==> src/rtl/hdc_pkg.sv <==
package hdc_pkg;

    // hypervector and memory sizes
    localparam int HV_DIM = 64;
    localparam int MEM_DEPTH = 512;
    localparam int ADDR_W = $clog2(MEM_DEPTH);

    // hardware threads, issued round robin
    localparam int THREADS = 10;
    localparam int THREAD_W = 4;

    // rotation amount taken from the low instruction field
    localparam int ROT_W = $clog2(HV_DIM);

    localparam int INSTR_W = 16;

    // instruction bit positions
    localparam int BIT_ADDR = 15;
    localparam int BIT_PERMUTE = 14;
    localparam int BIT_LOAD_XOR = 13;
    localparam int BIT_STORE_WB = 12;
    localparam int BIT_MOVE = 11;
    localparam int BIT_LAST = 10;

    typedef logic [HV_DIM-1:0] hv_t;
    typedef logic [ADDR_W-1:0] mem_addr_t;
    typedef logic [THREAD_W-1:0] thread_t;
    typedef logic [INSTR_W-1:0] instr_t;

    // decoded operation
    typedef enum logic [2:0] {
        OP_NOP     = 3'd0,
        OP_LOAD    = 3'd1,
        OP_XOR     = 3'd2,
        OP_STORE   = 3'd3,
        OP_MOVE    = 3'd4,
        OP_LAST    = 3'd5,
        OP_WB_ITEM = 3'd6
    } op_e;

endpackage

==> src/rtl/hdc_exec_if.sv <==
`timescale 1ns/1ps

interface hdc_exec_if;

    // one decoded instruction in the execute stage
    logic                       ex_valid;
    hdc_pkg::op_e               op;
    hdc_pkg::thread_t           thread;
    hdc_pkg::mem_addr_t         addr;
    logic                       permute;
    logic [hdc_pkg::ROT_W-1:0]  rot;

    modport ctrl (
        output ex_valid,
        output op,
        output thread,
        output addr,
        output permute,
        output rot
    );

    modport dp (
        input ex_valid,
        input op,
        input thread,
        input addr,
        input permute,
        input rot
    );

endinterface

==> src/rtl/hdc_execute.sv <==
`timescale 1ns/1ps

module hdc_execute (
    input  logic                clk,
    input  logic                rst,
    hdc_exec_if.dp              ex,
    input  hdc_pkg::hv_t        mem_data,
    input  hdc_pkg::hv_t        a_data,
    input  hdc_pkg::hv_t        operand,
    output logic                a_wr,
    output logic                b_wr,
    output hdc_pkg::hv_t        b_wr_data,
    output logic                wb_wr,
    output hdc_pkg::mem_addr_t  wb_addr,
    output logic                store,
    output hdc_pkg::hv_t        result,
    output logic                last
);

    logic is_load;
    logic is_store;

    assign is_load  = ex.ex_valid && (ex.op == hdc_pkg::OP_LOAD);
    assign is_store = ex.ex_valid && (ex.op == hdc_pkg::OP_STORE);

    // bank and memory writes land at the end of the execute cycle
    assign a_wr  = ex.ex_valid && (ex.op == hdc_pkg::OP_MOVE);
    assign b_wr  = is_load || (ex.ex_valid && (ex.op == hdc_pkg::OP_XOR));
    assign wb_wr = ex.ex_valid && (ex.op == hdc_pkg::OP_WB_ITEM);

    assign wb_addr   = ex.addr;
    assign b_wr_data = is_load ? mem_data : (a_data ^ operand);

    // one-cycle pulses, result held at zero between stores
    always_ff @(posedge clk) begin
        if (rst) begin
            store  <= 1'b0;
            last   <= 1'b0;
            result <= '0;
        end else begin
            store  <= is_store;
            last   <= ex.ex_valid && (ex.op == hdc_pkg::OP_LAST);
            result <= is_store ? operand : '0;
        end
    end

    a_store_last_excl: assert property (
        @(posedge clk) disable iff (rst)
        !(store && last)
    );

endmodule

==> src/flat_wrapper.sv <==
// flat-port wrapper written by rule: the top's interface ports become plain ports
module hdc_execute_flat 
  (clk, rst, mem_data, a_data, operand, a_wr, b_wr, b_wr_data, wb_wr, wb_addr, store, result, last, ex_ex_valid, ex_op, ex_thread, ex_addr, ex_permute, ex_rot);
  hdc_exec_if ex_i ();
  input  logic clk;
  input  logic rst;
  input  hdc_pkg::hv_t mem_data;
  input  hdc_pkg::hv_t a_data;
  input  hdc_pkg::hv_t operand;
  output logic a_wr;
  output logic b_wr;
  output hdc_pkg::hv_t b_wr_data;
  output logic wb_wr;
  output hdc_pkg::mem_addr_t wb_addr;
  output logic store;
  output hdc_pkg::hv_t result;
  output logic last;
  input wire logic [$bits(ex_i.ex_valid)-1:0] ex_ex_valid;
  input wire logic [$bits(ex_i.op)-1:0] ex_op;
  input wire logic [$bits(ex_i.thread)-1:0] ex_thread;
  input wire logic [$bits(ex_i.addr)-1:0] ex_addr;
  input wire logic [$bits(ex_i.permute)-1:0] ex_permute;
  input wire logic [$bits(ex_i.rot)-1:0] ex_rot;
  assign ex_i.ex_valid = ex_ex_valid;
  assign ex_i.op = ex_op;
  assign ex_i.thread = ex_thread;
  assign ex_i.addr = ex_addr;
  assign ex_i.permute = ex_permute;
  assign ex_i.rot = ex_rot;
  hdc_execute u_core (.clk(clk), .rst(rst), .ex(ex_i), .mem_data(mem_data), .a_data(a_data), .operand(operand), .a_wr(a_wr), .b_wr(b_wr), .b_wr_data(b_wr_data), .wb_wr(wb_wr), .wb_addr(wb_addr), .store(store), .result(result), .last(last));
endmodule
==> config.mk <==
export PLATFORM = sky130hd
export DESIGN_NAME = hdc_execute_flat
export DESIGN_NICKNAME = d
export VERILOG_FILES = /design/src/rtl/hdc_pkg.sv /design/src/rtl/hdc_exec_if.sv /design/src/rtl/hdc_execute.sv /design/src/flat_wrapper.sv
export SDC_FILE = /design/constraint.sdc
export NUM_CORES = 1
export LEC_CHECK = 0
export ABC_AREA = 1
export ABC_CLOCK_PERIOD_IN_PS = 1000
export CORE_AREA = 2 2 140 142
export CTS_BUF_LIST = sky130_fd_sc_hd__clkbuf_8
export DETAILED_ROUTE_END_ITERATION = 7
export DIE_AREA = 0 0 142 144
export DONT_BUFFER_PORTS = 1
export GPL_TIMING_DRIVEN = 0
export HOLD_SLACK_MARGIN = 0.03
export PLACE_DENSITY = 0.45
export SYNTH_ARGS = -nofsm -noshare
export SYNTH_HDL_FRONTEND = slang
export SYNTH_SLANG_ARGS = --single-unit
export TNS_END_PERCENT = 5
==> constraint.sdc <==
create_clock -name clk -period 1 [get_ports clk]
set_input_delay 0.05 -clock clk [delete_from_list [all_inputs] [get_ports clk]]
set_output_delay 0.05 -clock clk [all_outputs]
set_load 0.03 [all_outputs]
Word-level counts from Yosys, hierarchy flattened
Index checks and enable logic that the tools add are counted.
{"block": "word_totals", "elab_cells": 20, "in_bits": 218, "reg_bits": 66, "output_inout_bits": 142}
{"block": "classes", "reduce_logical": 8, "n_bitwise": 2, "n_mux": 1, "eq_ne": 6}
{"operator": "$mux 64", "n": 1}
{"operator": "$xor 64x64->64", "n": 1}
{"operator": "$eq 3x3->1 const B", "n": 3}
{"operator": "$eq 3x2->1 const B", "n": 2}
{"operator": "$logic_and 1x1->1", "n": 6}
{"operator": "$eq 3x1->1 const B", "n": 1}
{"operator": "$reduce_or 2->1", "n": 1}
{"operator": "$logic_or 1x1->1", "n": 1}
{"operator": "$not 1->1", "n": 1}

Depth between registers and ports, before layout
{"block": "depth", "ltp_word": 4, "depth_mapped": 7, "mapped_depth_nobuf": 5}

Least setup slack after synthesis
Ideal clock, no wire load.
{"block": "synth_path", "path_type": "input to output", "from": "in ex_ex_valid", "to": "out b_wr", "t_required_ns": 0.950, "stages": 6, "path_slack_ns": 0.056, "t_arrival_ns": 0.894, "cell_sequence": "inv_1 nor2_1 nand2_1 buf_4 buf_6 o21ai_0"}
{"block": "synth_via", "elab_chain_len": 2}
{"item": "from (decl)", "line": "flat_wrapper.sv:18", "source": "input wire logic [$bits(ex_i.ex_valid)-1:0] ex_ex_valid;"}
{"item": "$logic_and 1x1->1 (on tied branches)", "line": "hdc_execute.sv:23, hdc_execute.sv:28"}
{"item": "$logic_or 1x1->1 *", "line": "hdc_execute.sv:28", "source": "assign b_wr = is_load || (ex.ex_valid && (ex.op == hdc_pkg::OP_XOR));"}
{"item": "to (decl)", "line": "flat_wrapper.sv:11", "source": "output logic b_wr;"}
Every way passes the cells marked *; elsewhere a longest branch is shown, timed or not.

Worst setup path after layout
{"block": "layout_path", "from": "in ex_op[0]", "to": "out b_wr_data[39]"}
{"block": "layout_via", "elab_chain_len": 3}
{"item": "from (decl)", "line": "flat_wrapper.sv:19", "source": "input wire logic [$bits(ex_i.op)-1:0] ex_op;"}
{"item": "$eq 3x1->1", "line": "hdc_execute.sv:23", "source": "assign is_load = ex.ex_valid && (ex.op == hdc_pkg::OP_LOAD);"}
{"item": "$logic_and 1x1->1", "line": "hdc_execute.sv:23"}
{"item": "$mux 64", "line": "hdc_execute.sv:32", "source": "assign b_wr_data = is_load ? mem_data : (a_data ^ operand);"}
{"item": "to (decl)", "line": "flat_wrapper.sv:12", "source": "output hdc_pkg::hv_t b_wr_data;"}
Every way passes these cells.

==> results.cfg <==
[sta]
holdWs_ns = 0.06775
min_period_over_period_pct = 104.3
finalSetupTns_ns = -0.3401
tightest_slew_ns = 0.6173
timing.final.ws_setup_ns = -0.04325
relSlewSlack_pct = 58.70
hold_viol = 0
fmax_mhz = 958.5
setup_viol = 33
rsz0062_at_grt = yes
slew_viol_final = 0
fin_crit_ns = 1.043

[critical_path]
startpoint_type = input port
worst_path_dominant_cell_family = simple AND/OR/NAND/NOR gates
cp_num_buf_inv = 3
path_max_fanout = 10
crit_slowest_cell = buf_4
crit_arrival_ns = 0.99
worstSetupPathType = input port to output port
crit_chain = inv_1 > nor2_4 > buf_8 > buf_4 > nand3_1 > nand2_4
critical_path.max_stage_delay_ns = 0.21
cp.required_ns = 0.95
end_kind = output port
crit_start = ex_op[0]

[grt]
grt_pass1_wl_um = 23250
grt_overflow_total = 0
grt.total_usage_pct = 15.55
grt_pass1_vias = 4091
antenna_found_initial = 0
grt_max_degree = 11

[die]
num_rows = 51
die_area_um2 = 20450
die_h_um = 144
coreArea_um2 = 19080
die_w_um = 142
start_util_pct = 21.16
io-pin-count = 360

[yosys]
netlist_area_um2 = 4038
ys_warn_count = 0
yosysSeqAreaShare_pct = 32.72
syn-num-nets = 921
syn_inst = 703
synth_cell_types = 13
synth.avg_cell_area_um2 = 5.743
ys_seq_elements = 66

[finish]
fin_area_um2 = 6544
drive_gt1_share_pct = 29.49
syn_to_final_growth_pct = 62.07
fin_cells = 1035
layout_commonest_cell = nand2_1
fill_cells = 2029
antenna_cells = 0
nets = 1011
most-common-layout-cells = 208 x nand2_1, 130 x inv_1, 69 x nand2_4
final_util_pct = 34.30

[placed_design]
port_buffers = 0
dpl_cell_area_um2 = 4335
gp_congestion = 0.8041
dp.cells = 941
dpl.hpwl_um = 12490

[detailed_routing]
drtPass1Iterations = 4
viasPerCell = 4.403
wl_per_cell_um = 17.26
vias = 4557
postRouteAntennaNets = 0
drtIter0Drc = 154
drc = 0
totalWireLength_um = 17860

[clocking]
clkTransAtPathRegs_ns = 0.08
cts.sinks = 66
cts-root-buf = clkbuf_8
cts_max_level = 3
cts_buffer_depth = 2
cts_made_buffers = 9
tritoncts = yes

[pwr]
power_density_nw_per_um2 = 1097
ir_worst_vdd_v = 0.0004413
leakage_nw = 3.262

[outcome]
violations = negative setup slack
status = finished, violations left

[hold_path]
min_from = operand[62]
hold_path_class = input port to register

[flow_run]
max_cap_viol_count = 0
[per-stage QoR]
step                setup WS (ns)  total power [mW]
floorplan                 0.05642             4.064
global placement          -0.3341             4.318
detailed placement        -0.3333             4.322
CTS                      -0.04252             7.149
global route             -0.08669             7.597
finish                   -0.04325             7.177
[synthesized netlist by cell type]
| master | n | area share (%) |
|---|---|---|
| nand2_1 | 322 | 30 |
| inv_1 | 132 | 12 |
| nand3_1 | 67 | 8.3 |
| dfxtp_1 | 66 | 33 |
| nor3_1 | 64 | 7.9 |
| buf_4 | 20 | 3.7 |
| buf_2 | 9 | 1.1 |
| buf_6 | 9 | 2.5 |
| clkbuf_1 | 6 | 0.56 |
| nor2_1 | 5 | 0.46 |
| nand3b_1 | 1 | 0.19 |
| nor2_2 | 1 | 0.16 |
| o21ai_0 | 1 | 0.12 |
[area by class of cell]
type / instances / area [um^2] / area share (%)
timing repair buffer: 79 / 959.7 / 14.67
clock buffer: 11 / 151.4 / 2.314
multi-input combinational: 461 / 2811 / 42.96
sequential: 66 / 1321 / 20.19
tap: 238 / 297.8 / 4.551
clock inverter: 4 / 20.02 / 0.3059
buffer: 44 / 483.0 / 7.380
inverter: 132 / 499.2 / 7.629
[sequential cells by signal (all words and copies together) (netlist names)]
| signal | count |
|---|---|
| u_core.result | 64 |
| u_core.last | 1 |
| u_core.store | 1 |
[where the power goes]
part	internal, mW	switching, mW
logic	0.867	1.49
clock network	1.00	1.10
registers	2.65	0.0679
total	4.52	2.65
[worst paths after layout]
path / end / depth (start not counted) / slack (ns)
setup / recovery: b_wr_data[39] / 6 / -0.04
hold / removal: u_core.result[62] / 3 / 0.07
[what timing repair did]
| action | CTS | global route |
|---|---|---|
| gates cloned | 4 | 6 |
| pin swaps | 49 | 41 |
| endpoints found under the hold margin | 65 | 0 |
| gates resized for setup | 236 | 56 |
| hold buffers | 65 | 0 |
| setup endpoints to repair | 63 | 62 |
| buffers inserted | 3 | 1 |
[metal layers]
| metal | vias to the layer above | global-route usage (%) | wire length, um |
|---|---|---|---|
| met5 | - | 0 | 8 |
| met4 | 2 | 5.526 | 404 |
| met3 | 23 | 4.702 | 1482 |
| met2 | 233 | 30.33 | 9533 |
| met1 | 2036 | 15.52 | 6434 |
| li1 | 2263 | - | - |
[cell families (layout without fill, tap and decap cells)]
group / after synthesis / count (layout) / share of synthesized area [%]
flip-flops: 66 / 66 / 32.72
AO/OA/AOI/OAI: 1 / 1 / 0.1238
buffers and inverters: 176 / 270 / 20.17
AND/OR/NAND/NOR: 460 / 460 / 46.98
(Power assumes the default switching activity.)
