<file path="config.mk">
export PLATFORM = sky130hd
export DESIGN_NAME = thread_regbank_flat
export DESIGN_NICKNAME = d
export VERILOG_FILES = /design/src/rtl/hdc_pkg.sv /design/src/rtl/hdc_exec_if.sv /design/src/rtl/thread_regbank.sv /design/src/flat_wrapper.sv
export SDC_FILE = /design/constraint.sdc
export NUM_CORES = 1
export LEC_CHECK = 0
export BUFFER_PORTS_ARGS = -buffer_cell sky130_fd_sc_hd__clkbuf_2
export CORE_AREA = 2 2 371 189
export DETAILED_ROUTE_END_ITERATION = 10
export DIE_AREA = 0 0 373 191
export PLACE_DENSITY_LB_ADDON = 0.3
export SLEW_MARGIN = 5
export SYNTH_ARGS = -nofsm -noshare
export SYNTH_HDL_FRONTEND = slang
export SYNTH_SLANG_ARGS = --single-unit
</file>
<file path="constraint.sdc">
create_clock -name clk -period 8 [get_ports clk]
set_input_delay 0.8 -clock clk [delete_from_list [all_inputs] [get_ports clk]]
set_output_delay 0.8 -clock clk [all_outputs]
set_load 0.01 [all_outputs]
</file>
<file path="src/rtl/hdc_pkg.sv">
package hdc_pkg;

    // hypervector and memory sizes
    localparam int HV_DIM = 64;
    localparam int MEM_DEPTH = 512;
    localparam int ADDR_W = $clog2(MEM_DEPTH);

    // hardware threads, issued round robin
    localparam int THREADS = 10;
    localparam int THREAD_W = 4;

    // rotation amount taken from the low instruction field
    localparam int ROT_W = $clog2(HV_DIM);

    localparam int INSTR_W = 16;

    // instruction bit positions
    localparam int BIT_ADDR = 15;
    localparam int BIT_PERMUTE = 14;
    localparam int BIT_LOAD_XOR = 13;
    localparam int BIT_STORE_WB = 12;
    localparam int BIT_MOVE = 11;
    localparam int BIT_LAST = 10;

    typedef logic [HV_DIM-1:0] hv_t;
    typedef logic [ADDR_W-1:0] mem_addr_t;
    typedef logic [THREAD_W-1:0] thread_t;
    typedef logic [INSTR_W-1:0] instr_t;

    // decoded operation
    typedef enum logic [2:0] {
        OP_NOP     = 3'd0,
        OP_LOAD    = 3'd1,
        OP_XOR     = 3'd2,
        OP_STORE   = 3'd3,
        OP_MOVE    = 3'd4,
        OP_LAST    = 3'd5,
        OP_WB_ITEM = 3'd6
    } op_e;

endpackage

</file>
<file path="src/rtl/hdc_exec_if.sv">
`timescale 1ns/1ps

interface hdc_exec_if;

    // one decoded instruction in the execute stage
    logic                       ex_valid;
    hdc_pkg::op_e               op;
    hdc_pkg::thread_t           thread;
    hdc_pkg::mem_addr_t         addr;
    logic                       permute;
    logic [hdc_pkg::ROT_W-1:0]  rot;

    modport ctrl (
        output ex_valid,
        output op,
        output thread,
        output addr,
        output permute,
        output rot
    );

    modport dp (
        input ex_valid,
        input op,
        input thread,
        input addr,
        input permute,
        input rot
    );

endinterface

</file>
<file path="src/rtl/thread_regbank.sv">
`timescale 1ns/1ps

module thread_regbank (
    input  logic            clk,
    input  logic            rst,
    input  logic            run,
    hdc_exec_if.dp          ex,
    output hdc_pkg::hv_t    rd_data,
    input  logic            wr_en,
    input  hdc_pkg::hv_t    wr_data
);

    hdc_pkg::hv_t regs [hdc_pkg::THREADS];

    assign rd_data = regs[ex.thread];

    // dropping run wipes every thread
    always_ff @(posedge clk) begin
        if (rst || !run) begin
            for (int i = 0; i < hdc_pkg::THREADS; i++) begin
                regs[i] <= '0;
            end
        end else if (wr_en) begin
            regs[ex.thread] <= wr_data;
        end
    end

endmodule

</file>
<file path="src/flat_wrapper.sv">
// flat-port wrapper written by rule: the top's interface ports become plain ports
module thread_regbank_flat 
  (clk, rst, run, rd_data, wr_en, wr_data, ex_ex_valid, ex_op, ex_thread, ex_addr, ex_permute, ex_rot);
  hdc_exec_if ex_i ();
  input  logic clk;
  input  logic rst;
  input  logic run;
  output hdc_pkg::hv_t rd_data;
  input  logic wr_en;
  input  hdc_pkg::hv_t wr_data;
  input wire logic [$bits(ex_i.ex_valid)-1:0] ex_ex_valid;
  input wire logic [$bits(ex_i.op)-1:0] ex_op;
  input wire logic [$bits(ex_i.thread)-1:0] ex_thread;
  input wire logic [$bits(ex_i.addr)-1:0] ex_addr;
  input wire logic [$bits(ex_i.permute)-1:0] ex_permute;
  input wire logic [$bits(ex_i.rot)-1:0] ex_rot;
  assign ex_i.ex_valid = ex_ex_valid;
  assign ex_i.op = ex_op;
  assign ex_i.thread = ex_thread;
  assign ex_i.addr = ex_addr;
  assign ex_i.permute = ex_permute;
  assign ex_i.rot = ex_rot;
  thread_regbank u_core (.clk(clk), .rst(rst), .run(run), .ex(ex_i), .rd_data(rd_data), .wr_en(wr_en), .wr_data(wr_data));
endmodule
</file>
* Yosys cells after proc, flatten, opt, wreduce, memory -nomap -nowiden
Memories as Yosys holds them, arrays and structs flattened.
Index checks and enable logic that the tools add are counted.
Widths: inputs -> output; s select.
** Word-level totals
- Register bits :: 0
- Bits in writable memories :: 640
- Input bits :: 92
- Logic and storage cells :: 12
- Memories kept :: 1
** Operators by class
- Muxes and demuxes :: 8
- Reduce and logical (&&, ||, !) cells :: 3
** Memories
- u_core.regs :: depth 10, bits a word 64, read ports 1, clocked after memory_dff 0, wr ports 10, line thread_regbank.sv:13 : hdc_pkg::hv_t regs [hdc_pkg::THREADS];
** Operator list (count)
- $mux 64 :: 1
- $reduce_or 64->1 :: 1
- $mux 1 :: 6
- $mux 4 :: 1
- $logic_not 1->1 :: 1
- $logic_or 1x1->1 :: 1

* Depth between registers and ports, before layout
Gate-level depths: netlist of run 1.
- Depth in word-level cells :: 6
- Mapped depth :: 7

* Least setup slack after synthesis of run 1
OpenSTA, ideal clock, no wires.
- Path kind :: in2reg
- Start point :: input ex_thread[2]
- End point :: memory u_core.regs[13][0] (netlist bit) (enable)
- Setup time :: 0.578 ns
- Data arrival time :: 6.286 ns
- Data required time :: 7.422 ns
- Slack :: 1.135 ns
- Stages on the path :: 5
- Cells stage by stage :: buf_2 buf_4 buf_2 nand3_1 nor3b_1
** RTL lines
- start, declared :: line flat_wrapper.sv:13 : input wire logic [$bits(ex_i.thread)-1:0] ex_thread;
- end, declared :: line thread_regbank.sv:13

* Worst setup path in the final report of run 1
- Start point :: input ex_thread[2]
- End point :: output rd_data[6]
** Between the ends
- Word-level cells in the longest chain between the ends :: 1
** Ends and longest elaborated chain
- $mem_v2 10x64
- end, declared :: line flat_wrapper.sv:8 : output hdc_pkg::hv_t rd_data;
No other way between the ends.

==> results.yml, run 1 <==
status:
  status: "finished clean"
yosys:
  syn_nets: 2693
  yosysUniqueCellTypes: 21
  synth_area_sq_um: 41900
  yosysWarningCount: 0
  ys_ff_latch: 1024
  synthDominantCellAreaShare_pct: 73.5
  synth_cells: 2601
  ys_seq_area_share_pct: 73.5
  yosys-top-cells-area: "edfxtp_1 (73%), mux4_2 (8.3%), nor2_1 (5.2%)"
  yosys.area.top_type: "edfxtp_1"
  syn_avg_cell_area_sq_um: 16.1
route:
  drt_wl_total_mm: 108
  met1Wirelength_mm: 42.3
  vias: 24300
  drc: 0
  wl_met2_mm: 50.8
  route.top_layer_used: "met4"
  wl_met3_mm: 12.9
  via_per_inst: 6.60
  drt_iter0_drc: 4025
  firstDrtPassIters: 5
  drtAntennaViolNets: 0
  post_drt_wl_per_cell_um: 29.5
layout:
  regMostFlops: "u_core.regs"
  area_growth_pct: 10.6
  top_regs: "u_core.regs (1024)"
  layout.nets: 2790
  drive_gt1_share_pct: 18.1
  fin_area_sq_um: 46300
  largest_register_ffs: 1024
  fillers: 4372
global_routing:
  antenna_found_initial: 2
  grt_overflow: 0
  grt_usage_pct: 30.8
  grt_max_degree: 143
  grt_pass1_vias: 23900
  grt_pass1_wl_mm: 157
timing:
  slew_headroom_pct: 14.9
  max_freq_mhz: 203
  rsz0062_at_grt: "false"
  hold_viol_final: 0
  setup_viol: 0
  min_period_over_period_pct: 61.6
  tns_ps: 0
  slew_viol_final: 0
  min_period_ps: 4930
  tightestPinTransition_ps: 1270
floorplanning:
  coreArea_sq_um: 68200
  boundaryPins: 156
  rows: 68
  die_y_um: 191
  die-area_sq_um: 71200
  fp.dieW_um: 373
  start_util_pct: 61.4
placement:
  port_buffers: 135
  dpl_cell_area_sq_um: 43400
  dp_hpwl_mm: 56.0
  gp_congestion: 0.750
clock_tree:
  cts_root_buffer: "clkbuf_16"
  cts.sinks: 1024
  hold_buffers: 0
  htreeDepth: 3
  clk_path_buf_depth: 3
  cts_buffers: 87
  clkSlewWorstSetupHoldPaths_ps: 70
  post_cts.repair.setup_buffers: 0
  cts_resized: 0
  cts_tree: "built"
critical_path:
  cp.arrival_ps: 4130
  worstPathMaxFanout: 142
  end_kind: "primary output"
  critPathKind: "in2out"
  cp_cell_sequence: "buf_8 > buf_4 > buf_12 > mux4_2 > a22oi_1 > nand2_1 > clkbuf_2"
  critPathRequiredTime_ps: 7200
  worst_path_max_delay_cell: "buf_4"
  critPathLaunchType: "primary input"
  crit_path_max_incr_delay_ps: 750
worst_hold_path:
  hp-class: "in2reg"
  hold_path_end: "u_core.regs[3][57]"
  holdPathStages: 3
  worstHoldStart: "wr_data[57]"
flow_run:
  maxCapViolations: 0
power:
  peakVddDrop_mv: 0.161
  power_density_nw_per_um2: 241
  leakagePower_nw: 16.0
==> cells in the final DEF, fill, tap and decap left out, types with 49 or more instances in the layout <==
cell / n
edfxtp_1: 1024
nand3_1: 53
nor2_1: 576
mux4_2: 154
a22oi_1: 179
nand2_1: 130
inv_1: 64
clkbuf_2: 131
clkbuf_16: 90
buf_4: 49
mux2i_1: 204
==> cell usage after synthesis <==
cell type	instances
a22oi_1	179
inv_1	64
nand2_1	148
nand2b_1	1
nor3b_2	1
edfxtp_1	1024
clkbuf_1	55
mux4_2	154
buf_2	101
nor2_1	582
nor3b_1	1
buf_4	7
and2_1	2
buf_1	3
buf_6	10
and3b_1	2
nor2_4	1
nand3_1	54
nor3_1	1
mux2i_1	204
nor2b_1	7
==> cell families after synthesis <==
| group | after synthesis | synth area share (%) |
|---|---|---|
| AOI/OAI and AO/OA | 179 | 3.21 |
| buffers and inverters | 240 | 2.70 |
| DFF | 1024 | 73.5 |
| muxes | 358 | 13.2 |
| and+or+nand+nor | 800 | 7.47 |
==> worst max path at each step <==
stage	slack, ps	startpoint	depth (start not counted)	end
3_3_place_gp	3180	ex_thread[2]	7	rd_data[6]
6_report	3070	ex_thread[2]	7	rd_data[6]
2_1_floorplan	1140	ex_thread[2]	5	u_core.regs[13][0]
5_1_grt	3010	ex_thread[2]	7	rd_data[60]
4_1_cts	3190	ex_thread[2]	7	rd_data[6]
3_5_place_dp	3180	ex_thread[2]	7	rd_data[6]
==> area by class of cell <==
class | count | area [sq um] | area share [%]
inverter | 64 | 240 | 0.519
timing repair buffer | 184 | 1070 | 2.32
multi-input combinational | 1337 | 10200 | 22.1
antenna | 1 | 2.50 | 0.00541
sequential | 1024 | 30700 | 66.4
clock buffer | 103 | 2300 | 4.97
clock inverter | 53 | 558 | 1.21
tap | 910 | 1140 | 2.46
==> per-stage QoR <==
stage | std cells | power (W) | utilization (%) | hold slack [ps] | setup slack, ps
3_3_place_gp | 3519 | 0.00688 | 63.7 | 1300 | 3180
4_1_cts | 3675 | 0.0111 | 67.9 | 607 | 3190
2_1_floorplan | 2601 | 0.00664 | - | 1160 | 1140
6_report | 3676 | 0.0111 | 67.9 | 650 | 3070
5_1_grt | 3676 | 0.0114 | 67.9 | 663 | 3010
3_5_place_dp | 3519 | 0.00691 | 63.7 | 1320 | 3180
==> per-layer routing <==
layer	global-route usage [%]	vias to the layer above
met5	0	-
met4	7.75	0
met3	5.75	174
met2	48.0	1646
met1	45.7	12400
li1	-	10000
==> worst max-delay path: cells and delay by family <==
family	cells	cell delay (ps)
AO/OA/AOI/OAI	1	370
buffers and inverters	4	1950
multiplexers	1	430
AND/OR/NAND/NOR	1	110
==> where the power goes <==
part           internal, W  leakage, nW  switching, W
logic             0.000236         4.87      0.000441
clock network      0.00241         1.39       0.00192
registers          0.00607         9.71     0.0000521
No activity file was read; power rests on OpenSTA's default activity.
==> inputs of run 2 (changes only) <==
==> constraint.sdc (replaced) <==
create_clock -name clk -period 4.6 [get_ports clk]
set_input_delay 0.46 -clock clk [delete_from_list [all_inputs] [get_ports clk]]
set_output_delay 0.46 -clock clk [all_outputs]
set_load 0.01 [all_outputs]
==> run 2 against run 1 <==
  * Global-route usage rose by 0.36 points
  * Core utilization up 0.72 points
  * Count of clock-buffer cells in the layout increased by 3
  * Routed wire length up 1.1%
  * Critical endpoint is now rd_data[36]
  * Highest routed layer is now met5
==> results.yml, run 2 (synthesis gave the netlist of run 1 again) <==
flow_run:
  maxCapViolations: 0
timing:
  setup_viol: 0
  tightestPinTransition_ps: 1240
  hold_viol_final: 0
  max_freq_mhz: 305
  tns_ps: 0
  slew_headroom_pct: 17.2
  min_period_ps: 3280
  min_period_over_period_pct: 71.2
  slew_viol_final: 0
  rsz0062_at_grt: "false"
floorplanning:
  die_y_um: 191
  boundaryPins: 156
  start_util_pct: 61.4
  fp.dieW_um: 373
  die-area_sq_um: 71200
  coreArea_sq_um: 68200
  rows: 68
global_routing:
  grt_usage_pct: 31.1
  grt_max_degree: 65
  grt_pass1_wl_mm: 160
  grt_overflow: 0
  grt_pass1_vias: 24700
  antenna_found_initial: 1
clock_tree:
  clkSlewWorstSetupHoldPaths_ps: 70
  cts_tree: "built"
  clk_path_buf_depth: 3
  post_cts.repair.setup_buffers: 0
  cts_buffers: 85
  cts.sinks: 1024
  cts_resized: 0
  htreeDepth: 3
  hold_buffers: 0
  cts_root_buffer: "clkbuf_16"
layout:
  regMostFlops: "u_core.regs"
  layout.nets: 2824
  fillers: 4322
  final_common_cell: "edfxtp_1"
  final_util_pct: 68.6
  largest_register_ffs: 1024
  diodes: 0
  drive_gt1_share_pct: 18.9
  layout_common_cells: "edfxtp_1 (1024), nor2_1 (576), mux2i_1 (204)"
  area_growth_pct: 11.7
  top_regs: "u_core.regs (1024)"
critical_path:
  end_kind: "primary output"
  critPathLaunchType: "primary input"
  critPathRequiredTime_ps: 4140
  critPathKind: "in2out"
  cp.arrival_ps: 2820
  worstPathMaxFanout: 32
power:
  leakagePower_nw: 16.2
  peakVddDrop_mv: 0.280
  power_density_nw_per_um2: 414
route:
  vias: 24700
  drt_wl_total_mm: 110
  firstDrtPassIters: 5
  drtAntennaViolNets: 0
  post_drt_wl_per_cell_um: 29.6
  via_per_inst: 6.66
  drt_iter0_drc: 3919
  drc: 0
worst_hold_path:
  hp-class: "in2reg"
placement:
  port_buffers: 135
  gp_congestion: 0.780
  dp_hpwl_mm: 60.4
status:
  status: "finished clean"
==> run 2: cell types whose count changed in the layout (fill, tap and decap cells not counted), moves of 2 or more <==
cell,previous run,this run
buf_4,49,65
clkinv_1,17,14
bufinv_16,11,13
buf_12,1,21
clkinvlp_4,5,1
clkbuf_16,90,87
clkbuf_1,13,19
==> run 2: final cells by class <==
cell class | count | area (sq um) | share of cell area, %
well taps | 910 | 1140 | 2.43
inverters | 64 | 240 | 0.514
repair buffers | 220 | 1600 | 3.41
clock inverters | 46 | 571 | 1.22
multi-input cells | 1337 | 10200 | 21.9
clock buffers | 106 | 2250 | 4.81
flip-flops and latches | 1024 | 30700 | 65.8
==> run 2: path summary, 6_finish.rpt <==
kind	from	to	slack [ps]	cells past startpoint
setup / recovery	ex_thread[0]	rd_data[36]	1320	7
hold / removal	wr_data[3]	u_core.regs[4][3]	330	3
==> run 2: critical path, stage by stage <==
cell and delay (ps):
buf_4 510, nor2b_4 800, buf_4 380, a22oi_1 140
nand3_1 120, nand2_1 170, clkbuf_2 180
==> run 2: power breakdown <==
| part | leakage (nW) | internal, W | switching (W) |
|---|---|---|---|
| clock network | 1.38 | 0.00421 | 0.00328 |
| registers | 9.71 | 0.0106 | 0.0000941 |
| logic | 5.15 | 0.000440 | 0.000781 |
==> run 2: metal layers <==
layer  GRT usage (%)  vias up  routed length (um)
li1                -    10100                   -
met1            45.6    12500               42300
met2            47.6     1857               49900
met3            7.71      218               14800
met4            8.27        2                2660
met5               0        -                  13
==> run 2: stage by stage <==
stage	hold slack [ps]	total power [W]	cell area, sq um	cells	setup slack [ps]
floorplan	816	0.0116	41900	2601	149
global placement	965	0.0120	43900	3555	1210
detailed placement	979	0.0121	43900	3555	1150
CTS	316	0.0194	46800	3707	1290
global route	358	0.0198	46800	3707	1180
finish	329	0.0194	46800	3707	1320
