===== src/rtl/hdc_pkg.sv =====
package hdc_pkg;

    // hypervector and memory sizes
    localparam int HV_DIM = 64;
    localparam int MEM_DEPTH = 512;
    localparam int ADDR_W = $clog2(MEM_DEPTH);

    // hardware threads, issued round robin
    localparam int THREADS = 10;
    localparam int THREAD_W = 4;

    // rotation amount taken from the low instruction field
    localparam int ROT_W = $clog2(HV_DIM);

    localparam int INSTR_W = 16;

    // instruction bit positions
    localparam int BIT_ADDR = 15;
    localparam int BIT_PERMUTE = 14;
    localparam int BIT_LOAD_XOR = 13;
    localparam int BIT_STORE_WB = 12;
    localparam int BIT_MOVE = 11;
    localparam int BIT_LAST = 10;

    typedef logic [HV_DIM-1:0] hv_t;
    typedef logic [ADDR_W-1:0] mem_addr_t;
    typedef logic [THREAD_W-1:0] thread_t;
    typedef logic [INSTR_W-1:0] instr_t;

    // decoded operation
    typedef enum logic [2:0] {
        OP_NOP     = 3'd0,
        OP_LOAD    = 3'd1,
        OP_XOR     = 3'd2,
        OP_STORE   = 3'd3,
        OP_MOVE    = 3'd4,
        OP_LAST    = 3'd5,
        OP_WB_ITEM = 3'd6
    } op_e;

endpackage


===== src/rtl/hdc_exec_if.sv =====
`timescale 1ns/1ps

interface hdc_exec_if;

    // one decoded instruction in the execute stage
    logic                       ex_valid;
    hdc_pkg::op_e               op;
    hdc_pkg::thread_t           thread;
    hdc_pkg::mem_addr_t         addr;
    logic                       permute;
    logic [hdc_pkg::ROT_W-1:0]  rot;

    modport ctrl (
        output ex_valid,
        output op,
        output thread,
        output addr,
        output permute,
        output rot
    );

    modport dp (
        input ex_valid,
        input op,
        input thread,
        input addr,
        input permute,
        input rot
    );

endinterface


===== src/rtl/hv_rotate.sv =====
`timescale 1ns/1ps

module hv_rotate (
    hdc_exec_if.dp          ex,
    input  hdc_pkg::hv_t    src,
    output hdc_pkg::hv_t    operand
);

    logic [2*hdc_pkg::HV_DIM-1:0] doubled;
    hdc_pkg::hv_t                 rotated;

    // upper half of the shifted pair is the cyclic rotation
    always_comb begin
        doubled = {src, src} << ex.rot;
        rotated = doubled[2*hdc_pkg::HV_DIM-1 -: hdc_pkg::HV_DIM];
    end

    assign operand = ex.permute ? rotated : src;

endmodule


===== src/flat_wrapper.sv =====
// flat-port wrapper written by rule: the top's interface ports become plain ports
module hv_rotate_flat 
  (src, operand, ex_ex_valid, ex_op, ex_thread, ex_addr, ex_permute, ex_rot);
  hdc_exec_if ex_i ();
  input  hdc_pkg::hv_t src;
  output hdc_pkg::hv_t operand;
  input wire logic [$bits(ex_i.ex_valid)-1:0] ex_ex_valid;
  input wire logic [$bits(ex_i.op)-1:0] ex_op;
  input wire logic [$bits(ex_i.thread)-1:0] ex_thread;
  input wire logic [$bits(ex_i.addr)-1:0] ex_addr;
  input wire logic [$bits(ex_i.permute)-1:0] ex_permute;
  input wire logic [$bits(ex_i.rot)-1:0] ex_rot;
  assign ex_i.ex_valid = ex_ex_valid;
  assign ex_i.op = ex_op;
  assign ex_i.thread = ex_thread;
  assign ex_i.addr = ex_addr;
  assign ex_i.permute = ex_permute;
  assign ex_i.rot = ex_rot;
  hv_rotate u_core (.ex(ex_i), .src(src), .operand(operand));
endmodule

===== config.mk =====
export PLATFORM = sky130hd
export DESIGN_NAME = hv_rotate_flat
export DESIGN_NICKNAME = d
export VERILOG_FILES = /design/src/rtl/hdc_pkg.sv /design/src/rtl/hdc_exec_if.sv /design/src/rtl/hv_rotate.sv /design/src/flat_wrapper.sv
export SDC_FILE = /design/constraint.sdc
export NUM_CORES = 1
export LEC_CHECK = 0
export BUFFER_PORTS_ARGS = -buffer_cell sky130_fd_sc_hd__buf_2
export CORE_MARGIN = 2
export CORE_UTILIZATION = 30
export DETAILED_ROUTE_END_ITERATION = 6
export PLACE_DENSITY = 0.52
export SLEW_MARGIN = 10
export SYNTH_ARGS = -nofsm -noshare
export SYNTH_HDL_FRONTEND = slang
export SYNTH_SLANG_ARGS = --single-unit

===== constraint.sdc =====
create_clock -name vclk -period 1.8
set_clock_uncertainty 0.05 [all_clocks]
set_input_delay 0.09 -clock vclk [all_inputs]
set_output_delay 0.09 -clock vclk [all_outputs]
set_load 0.01 [all_outputs]

Yosys cells after proc, flatten, opt, wreduce, memory -nomap -nowiden --
Index checks and enable logic that the tools add are counted. W data, S select, Z words.
Operators by class: shifts and indexed selects 1, muxes and demuxes 1
Operators with widths (count):
- $shl A128 B6 Y128 | 1
- $mux W64 | 1
Word-level totals: register bits 0, bits of input ports 88, output and inout port bits 64, logic and storage cells 2

Longest topological paths before layout --
Gate-level depths: netlist (run 1).
word-level depth 2, depth in mapped cells 6, depth with buffers taken out 4

Worst setup path before layout (run 1) --
No wires, ideal clock.
path type input-to-output, start input ex_rot[3], end output operand[30], data arrival time 1837 ps, required time 1660 ps, slack -177 ps, stages on the path 6, buffers on the path 2, cell sequence buf_2 buf_1 mux4_2 mux4_2 mux2i_1 o221ai_1
Between the ends: cells in the longest elaborated chain, start to end 2
Ends and longest elaborated chain:
- from (decl) | RTL line flat_wrapper.sv:12 | input wire logic [$bits(ex_i.rot)-1:0] ex_rot;
- $shl A128 B6 Y128 | RTL line hv_rotate.sv:14 | doubled = {src, src} << ex.rot;
- $mux W64 | RTL line hv_rotate.sv:18 | assign operand = ex.permute ? rotated : src;
- to (decl) | RTL line flat_wrapper.sv:6 | output hdc_pkg::hv_t operand;
No other way between the ends.

Final worst setup path (run 1) --
start input ex_rot[0], end output operand[13]
Same word-level chain as after synthesis.

==> metrics.txt, run 1 <==
Routed met2 length ~12 mm; global-route wire length before repair 37.5 mm; Slew Limit Fails 0; CP required 1.66 ns; WL/cell approximately 33 um; initial antenna violation count 0; die footprint roughly 17000 sq um; CP arrival ~2.2 ns; IO Count about 150; Leakage 2.66 nW; highest clock rate 426 MHz; Synth Net Count between 400 and 500; largest net degree at the start of global routing between 60 and 70; failing checks negative setup slack; outcome finished with violations; Tmin final roughly 2.3 ns; Port Buf Inserts ~140; Die Width 131 um; DR vias/cell approximately 6.9; hold crit path type in -> out; dpl hpwl ~21 mm; worst slack, placed -0.657 ns; Mapped Cells 378; CP Capture Type output pin; Cell Area, Synth between 4000 and 5000 sq um; synth top area cells mux4_2, mux2i_1, o221ai_1; Routed Wire Length roughly 26 mm; drt initial violations roughly 850; Crit. Startpoint ex_rot[0]; wire length on met1 between 9 and 10 mm; register area 0 sq um; Total GRT Usage 0.307; GR Overflow Total 0; crit share post-route 1.30; Syn. warnings 0; Slew @ Worst Pin around 0.83 ns; Synth area leader mux4_2; crit path max fanout 7; Max Cap Violations 0; Core Rows 46; total power around 3 mW; Starting Density 0.305; First-pass DRT Iterations 5; core area between 15000 and 20000 sq um; Slew HR 0.449; fillers ~1500; power per cell area 421 nW/um^2; final hold slack 0.547 ns; Top Metal Used met4; routed length on met3 ~2.9 mm; Synth top area share 0.583; sequential cell count 0; Worst Setup Start Kind input pin; diode count 0; routability cong. about 1.0; Placed Area around 6600 sq um; share of layout cells above drive strength 1 0.773; most common cell in the netlist mux4_2; synth unique cells 13; VDD IR max 0.181 mV; Vias 5442; Setup Crit Path Kind in -> out; Setup Viol. Count Final 64; Die Height around 130 um; vias in the first global route 5405; Final WS setup -0.547 ns; sequential cell area fraction in the yosys report 0; clkbuf count 0; Final Hold Fails 0; unrepaired setup endpoints after global routing yes; top post-synthesis cells by count mux4_2, nand2b_1, mux2i_1, o221ai_1, clkbuf_1; Hold Crit Start src[23]; Routed Antenna Nets 0; design area 7090 sq um; nets around 660; DR DRC count 0; hold buffers post-CTS 0; area occupied by multi-input gates 4940 sq um; synthesized area per cell between 10 and 15 sq um; Synth-to-Final Area Change 46.9%
[metal layers]
layer	up-vias	global-route usage
li1	2132	-
met1	2762	0.398
met2	448	0.511
met3	100	0.0672
met4	0	0.106
met5	-	0
[what timing repair did]
action | 4_1_cts | 5_1_grt
buffers inserted | 8 | 1
cloned | 4 | 1
endpoints found under the setup margin | 64 | 64
pin swaps | 15 | 3
endpoints found under the hold margin | 0 | 0
resized for setup | 46 | 18
[area by class of cell]
| cell class | instances | share of cell area |
|---|---|---|
| multi-input cells | 322 | 0.697 |
| repair buffers | 250 | 0.265 |
| well taps | 216 | 0.0381 |
| inverters | 1 | 0.000529 |
[critical path, cell delays in order]
cell and delay [ns]:
buf_16 0.10, buf_12 0.12, buf_16 0.13, mux4_2 0.54
mux4_2 0.60, mux2i_2 0.18, buf_4 0.17, o221ai_2 0.09
buf_2 0.17
[layout by cell type (no fill, tap or decap), drive strengths merged]
| master | Yosys | layout |
|---|---|---|
| nand2b | 65 | 65 |
| buf | 29 | 248 |
| clkbuf | 26 | 2 |
| o221ai | 64 | 64 |
| mux4 | 128 | 128 |
| inv | 0 | 1 |
| mux2i | 64 | 64 |
| nand2 | 1 | 1 |
[path summary, 6_finish.rpt]
kind | slack, ns | cells after the start | to
max | -0.55 | 9 | operand[13]
min | 0.55 | 4 | operand[23]
[power by group]
part	internal, mW	leakage, nW	switching [mW]
Combinational	1.42	2.66	1.57
Sequential	0	0	0
Clock	0	0	0
Total	1.42	2.66	1.57
[per-stage QoR]
stage / std cells / utilization / TNS, ns
after floorplan: 378 / - / -4.98
after CTS: 788 / 0.442 / -29.77
final: 789 / 0.448 / -30.37
after global routing: 789 / 0.448 / -33.36
after global placement: 776 / 0.415 / -36.59
after detailed placement: 776 / 0.415 / -37.45
[cells by family after synthesis]
| logic type | synth area share |
|---|---|
| muxes | 0.732 |
| and+or+nand+nor | 0.0850 |
| AOI/OAI and AO/OA | 0.116 |
| buffers and inverters | 0.0664 |
Note: power is estimated with default switching activity, not from simulation.
==> run 2, diff against run 1 <==
Settings changed: CORE_UTILIZATION 30 to 38, PLACE_DENSITY 0.52 to 0.63.
==> run 2 against run 1 <==
The run ends with design-rule violations, negative setup slack left. Non-clock buffer count is 6 lower. Critical path depth is 2 lower. Clock-buffer cell count stayed put. Final cell count is 6.2% lower. Sequential cell count stayed put. Global-route usage is 5.5 points higher. Critical endpoint is now operand[40]. Largest cell class unchanged.
==> metrics.txt, run 2 (same netlist as run 1, synthesis figures left out) <==
power per cell area 426 nW/um^2 (was 421 nW/um^2); setup TNS -29.10 ns (was -30.37 ns); NetSw 1.57 mW (about the same); Flop pwr share 0 (about the same); Int Pwr 1.45 mW (was 1.42 mW); initial antenna violation count 1 (was 0); share of layout cells above drive strength 1 0.787 (was 0.773); DR vias/cell 7.50 (was 6.90); largest net degree at the start of global routing 65 (unchanged); hold crit path type in -> out (unchanged); Slew @ Worst Pin 0.833 ns (was 0.827 ns); Slew Limit Fails 0 (unchanged); DR DRC count 1 (was 0); sequential cell count 0 (unchanged); final core utilization 0.566 (was 0.448); Routed Wire Length 24.9 mm (was 26.4 mm); register area 0 sq um (unchanged); Die Width 117 um (was 131 um); Synth-to-Final Area Change 46.9% (about the same); Starting Density 0.386 (was 0.305); WL/cell 33.6 um (was 33.5 um); VDD IR max 0.199 mV (was 0.181 mV); core area 12500 sq um (was 15800 sq um); highest clock rate 428 MHz (was 426 MHz); outcome finished with violations (unchanged); Gate power share 1.000 (about the same); nets 657 (was 663); Total GRT Usage 0.362 (was 0.307); Final Hold Fails 0 (unchanged); Port Buf Inserts 135 (unchanged); Max Cap Violations 0 (unchanged); Slew HR 0.445 (was 0.449); Die Height 117 um (was 131 um); routability cong. 1.04 (was 1.03); Leakage 2.65 nW (was 2.66 nW); Setup Viol. Count Final 64 (unchanged); global-route wire length before repair 35.1 mm (was 37.5 mm); placed insts 728 (was 776); Vias 5551 (was 5442); CP arrival 2.19 ns (was 2.21 ns); crit share post-route 1.30 (about the same); failing checks design-rule violations, negative setup slack (was negative setup slack); die footprint 13600 sq um (was 17100 sq um); drt initial violations 845 (was 852); clkbuf count 0 (unchanged); total power 3.02 mW (was 2.99 mW); fin cells 740 (was 789); Core Rows 41 (was 46); First-pass DRT Iterations 7 (was 5); Hold Crit Start src[32] (was src[23]); commonest non-fill, non-tap cell in the layout buf_2 (unchanged); commonest cells after routing, fill and taps aside buf_2, mux4_2, buf_4 (unchanged); switching share of power 0.521 (was 0.526); vias in the first global route 5266 (was 5405); CP Capture Type output pin (unchanged); GR Overflow Total 0 (unchanged); Routed Antenna Nets 0 (unchanged); Clock power frac 0 (about the same); Final WS setup -0.535 ns (was -0.547 ns); Worst Setup Start Kind input pin (unchanged); Crit. Startpoint ex_rot[0] (unchanged); final hold slack 0.525 ns (was 0.547 ns); CP required 1.66 ns (about the same); IO Count 152 (unchanged); crit path max fanout 7 (unchanged); dpl hpwl 19.3 mm (was 21.2 mm); unrepaired setup endpoints after global routing yes (unchanged); Setup Crit Path Kind in -> out (unchanged); Tmin final 2.33 ns (was 2.35 ns)
[run 2: changes by cell type in the layout (fill, tap and decap cells not counted), sizes merged]
cell and change:
buf -6, bufbuf +1, clkbuf -1, diode +1
[run 2: final cells by class]
cell class	instances	area, sq um
fillers	1073	5430
multi-input cells	322	5000
repair buffers	244	1870
well taps	172	215
inverters	1	3.75
diodes	1	2.50
[run 2: routing by layer]
layer  part of all wire  up-vias  global-route usage
met5                  0        -                   0
met4              0.061        0               0.139
met3               0.14      118               0.101
met2               0.47      564               0.577
met1               0.33     2745               0.471
li1                   -     2124                   -
[run 2: critical path, stage by stage]
cell and delay (ns):
buf_16 0.13, buf_12 0.15, mux4_2 0.59, mux4_2 0.62, mux2i_2 0.25, o221ai_1 0.16, buf_2 0.19
[run 2: repair_timing]
| action | CTS | global route |
|---|---|---|
| hold buffers | 0 | 0 |
| pin swaps | 5 | 6 |
| setup buffers | 0 | 3 |
| gates cloned | 7 | 1 |
| setup endpoints to repair | 64 | 64 |
| resized for setup | 45 | 37 |
[run 2: power by group through the flow]
| stage | Clock (mW) | Sequential (mW) | Combinational, mW |
|---|---|---|---|
| after floorplan | 0 | 0 | 1.57 |
| after global routing | 0 | 0 | 3.11 |
| final | 0.0000000137 | 0 | 3.02 |
| after CTS | 0 | 0 | 2.78 |
| after global placement | 0 | 0 | 2.61 |
| after detailed placement | 0 | 0 | 2.59 |
[run 2: final timing paths]
path	endpoint	cells past startpoint
min	operand[32]	4
max	operand[40]	7
[run 2: through the flow]
step	instance area (sq um)	setup slack, ns
floorplan	5010	-0.0854
global placement	6440	-0.690
detailed placement	6440	-0.692
CTS	6820	-0.491
global route	7090	-0.555
finish	7090	-0.535
==> run 3, diff against run 2 <==
==> constraint.sdc (replaced) <==
create_clock -name vclk -period 2.1
set_clock_uncertainty 0.05 [all_clocks]
set_input_delay 0 -clock vclk [all_inputs]
set_output_delay 0 -clock vclk [all_outputs]
set_load 0.01 [all_outputs]
==> run 3 against run 2 <==
The run ends with negative setup slack left. Combinational power is 26% lower. Highest routed layer unchanged. Total power shrank 26%. Worst hold slack worse by 0.18 ns.
==> metrics.txt, run 3 (same netlist as run 1, synthesis figures left out) <==
crit share post-route 1.00; clkbuf count 0 (unchanged); Crit. Startpoint ex_rot[0] (unchanged); die footprint 13600 sq um (unchanged); Routed Antenna Nets 0 (unchanged); register area 0 sq um (unchanged); highest clock rate between 400 and 500 MHz; diode count 0 (was 1); worst slack, placed -0.173 ns (was -0.692 ns); dpl hpwl 17.8 mm (was 19.3 mm); crit path capture operand[7] (was operand[40]); Clock power frac 0 (about the same); Worst path most repeated cell mux4_2 (unchanged); sequential cell count 0 (unchanged); share of layout cells above drive strength 1 0.658 (was 0.787); Worst Setup Start Kind input pin (unchanged); routability cong. 1.07 (was 1.04); critical path, cell by cell buf_16, buf_6, mux4_2, mux4_2, mux2i_2, o221ai_1, buf_2 (was buf_16, buf_12, mux4_2, mux4_2, mux2i_2, o221ai_1, buf_2); Slew Limit Fails 0 (unchanged); CP required 2.05 ns (was 1.66 ns); Slew @ Worst Pin 0.521 ns (was 0.833 ns); Flop pwr share 0 (about the same); initial antenna violation count 0 (was 1); GR Overflow Total 0 (unchanged); Die Width 117 um (unchanged); setup TNS -0.00168 ns (was -29.10 ns); vias in the first global route 4819 (was 5266); largest net degree at the start of global routing 40 (was 65); switching share of power 0.528 (was 0.521); Starting Density 0.386 (unchanged); DR DRC count 0 (was 1); Int Pwr 1.05 mW (was 1.45 mW); Vias 5227 (was 5551); DR vias/cell 7.64 (was 7.50); Max Cap Violations 0 (unchanged); Slew HR 0.651 (was 0.445); core area 12500 sq um (unchanged); Die Height 117 um (unchanged); Routed Wire Length 22.3 mm (was 24.9 mm); Final Hold Fails 0 (unchanged); CP arrival 2.05 ns (was 2.19 ns); global-route wire length before repair 31.9 mm (was 35.1 mm); nets 602 (was 657); outcome finished with violations (unchanged); failing checks negative setup slack (was design-rule violations, negative setup slack); Setup Crit Path Kind in -> out (unchanged); Port Buf Inserts 135 (unchanged); # Post-CTS Setup Buffers 0 (unchanged); Synth-to-Final Area Change 27.1% (was 46.9%); commonest cells after routing, fill and taps aside buf_2, mux4_2, nand2b_1 (was buf_2, mux4_2, buf_4); Total GRT Usage 0.322 (was 0.362); slowest stage cell, crit path mux4_2 (unchanged); CP Capture Type output pin (unchanged); power per cell area 362 nW/um^2 (was 426 nW/um^2); fillers 1161 (was 1073); Core Rows 41 (unchanged); NetSw 1.17 mW (was 1.57 mW); Tmin final roughly 2.1 ns; VDD IR max 0.170 mV (was 0.199 mV); final hold slack 0.343 ns (was 0.525 ns); First-pass DRT Iterations 5 (was 7); Leakage 2.34 nW (was 2.65 nW); commonest non-fill, non-tap cell in the layout buf_2 (unchanged); IO Count 152 (unchanged); crit path max fanout 8 (was 7); drt initial violations 728 (was 845); Final WS setup -0.00168 ns (was -0.535 ns); unrepaired setup endpoints after global routing yes (unchanged); Setup Viol. Count Final 1 (was 64); WL/cell 32.6 um (was 33.6 um); critical path's largest stage delay 0.59 ns (was 0.62 ns); Gate power share 1.000 (about the same); hold crit path type in -> out (unchanged)
## run 3: metal layers
| metal | vias to the layer above | global-route usage | share of wire |
|---|---|---|---|
| met2 | 577 | 0.455 | 0.42 |
| met4 | 0 | 0.0973 | 0.041 |
| met1 | 2581 | 0.477 | 0.38 |
| met3 | 69 | 0.101 | 0.17 |
| li1 | 2000 | - | - |
| met5 | - | 0 | 0 |
## run 3: area by class of cell
cell class	count	area, sq um	area share
multi-input combinational	322	4630	0.755
timing repair buffer	189	1290	0.210
tap	172	215	0.0351
inverter	1	3.75	0.000612
## run 3: how the worst min path moves through the flow
stage | to | start | depth (start not counted) | slack [ns]
global placement | operand[47] | src[47] | 4 | 0.34
detailed placement | operand[47] | src[47] | 4 | 0.33
floorplan | operand[0] | src[0] | 2 | 0.09
finish | operand[63] | src[63] | 4 | 0.34
CTS | operand[47] | src[47] | 4 | 0.33
global route | operand[63] | src[63] | 4 | 0.36
## run 3: power by group through the flow
stage          combinational (mW)  clock, mW  sequential [mW]
6_report                     2.22          0                0
5_1_grt                      2.31          0                0
4_1_cts                      2.09          0                0
3_5_place_dp                 2.04          0                0
3_3_place_gp                 2.04          0                0
2_1_floorplan                1.25          0                0
## run 3: timing repair
| action | 4_1_cts | 5_1_grt |
|---|---|---|
| gates cloned | 1 | 2 |
| gates resized for setup | 17 | 20 |
| pin swaps | 0 | 2 |
| endpoints found under the setup margin | 64 | 54 |
| hold buffers | 0 | 0 |
## run 3: per-stage QoR
stage | power [mW] | area, sq um | std cells | util
floorplan | 1.25 | 4830 | 378 | -
global placement | 2.04 | 5890 | 681 | 0.471
detailed placement | 2.04 | 5890 | 681 | 0.471
CTS | 2.09 | 5980 | 682 | 0.478
global route | 2.31 | 6130 | 684 | 0.490
finish | 2.22 | 6130 | 684 | 0.490
## run 3: worst max-delay path: cells and delay by family
family / cells / cell delay, ns
AOI/OAI and AO/OA: 1 / 0.18
buffers and inverters: 3 / 0.46
muxes: 3 / 1.40
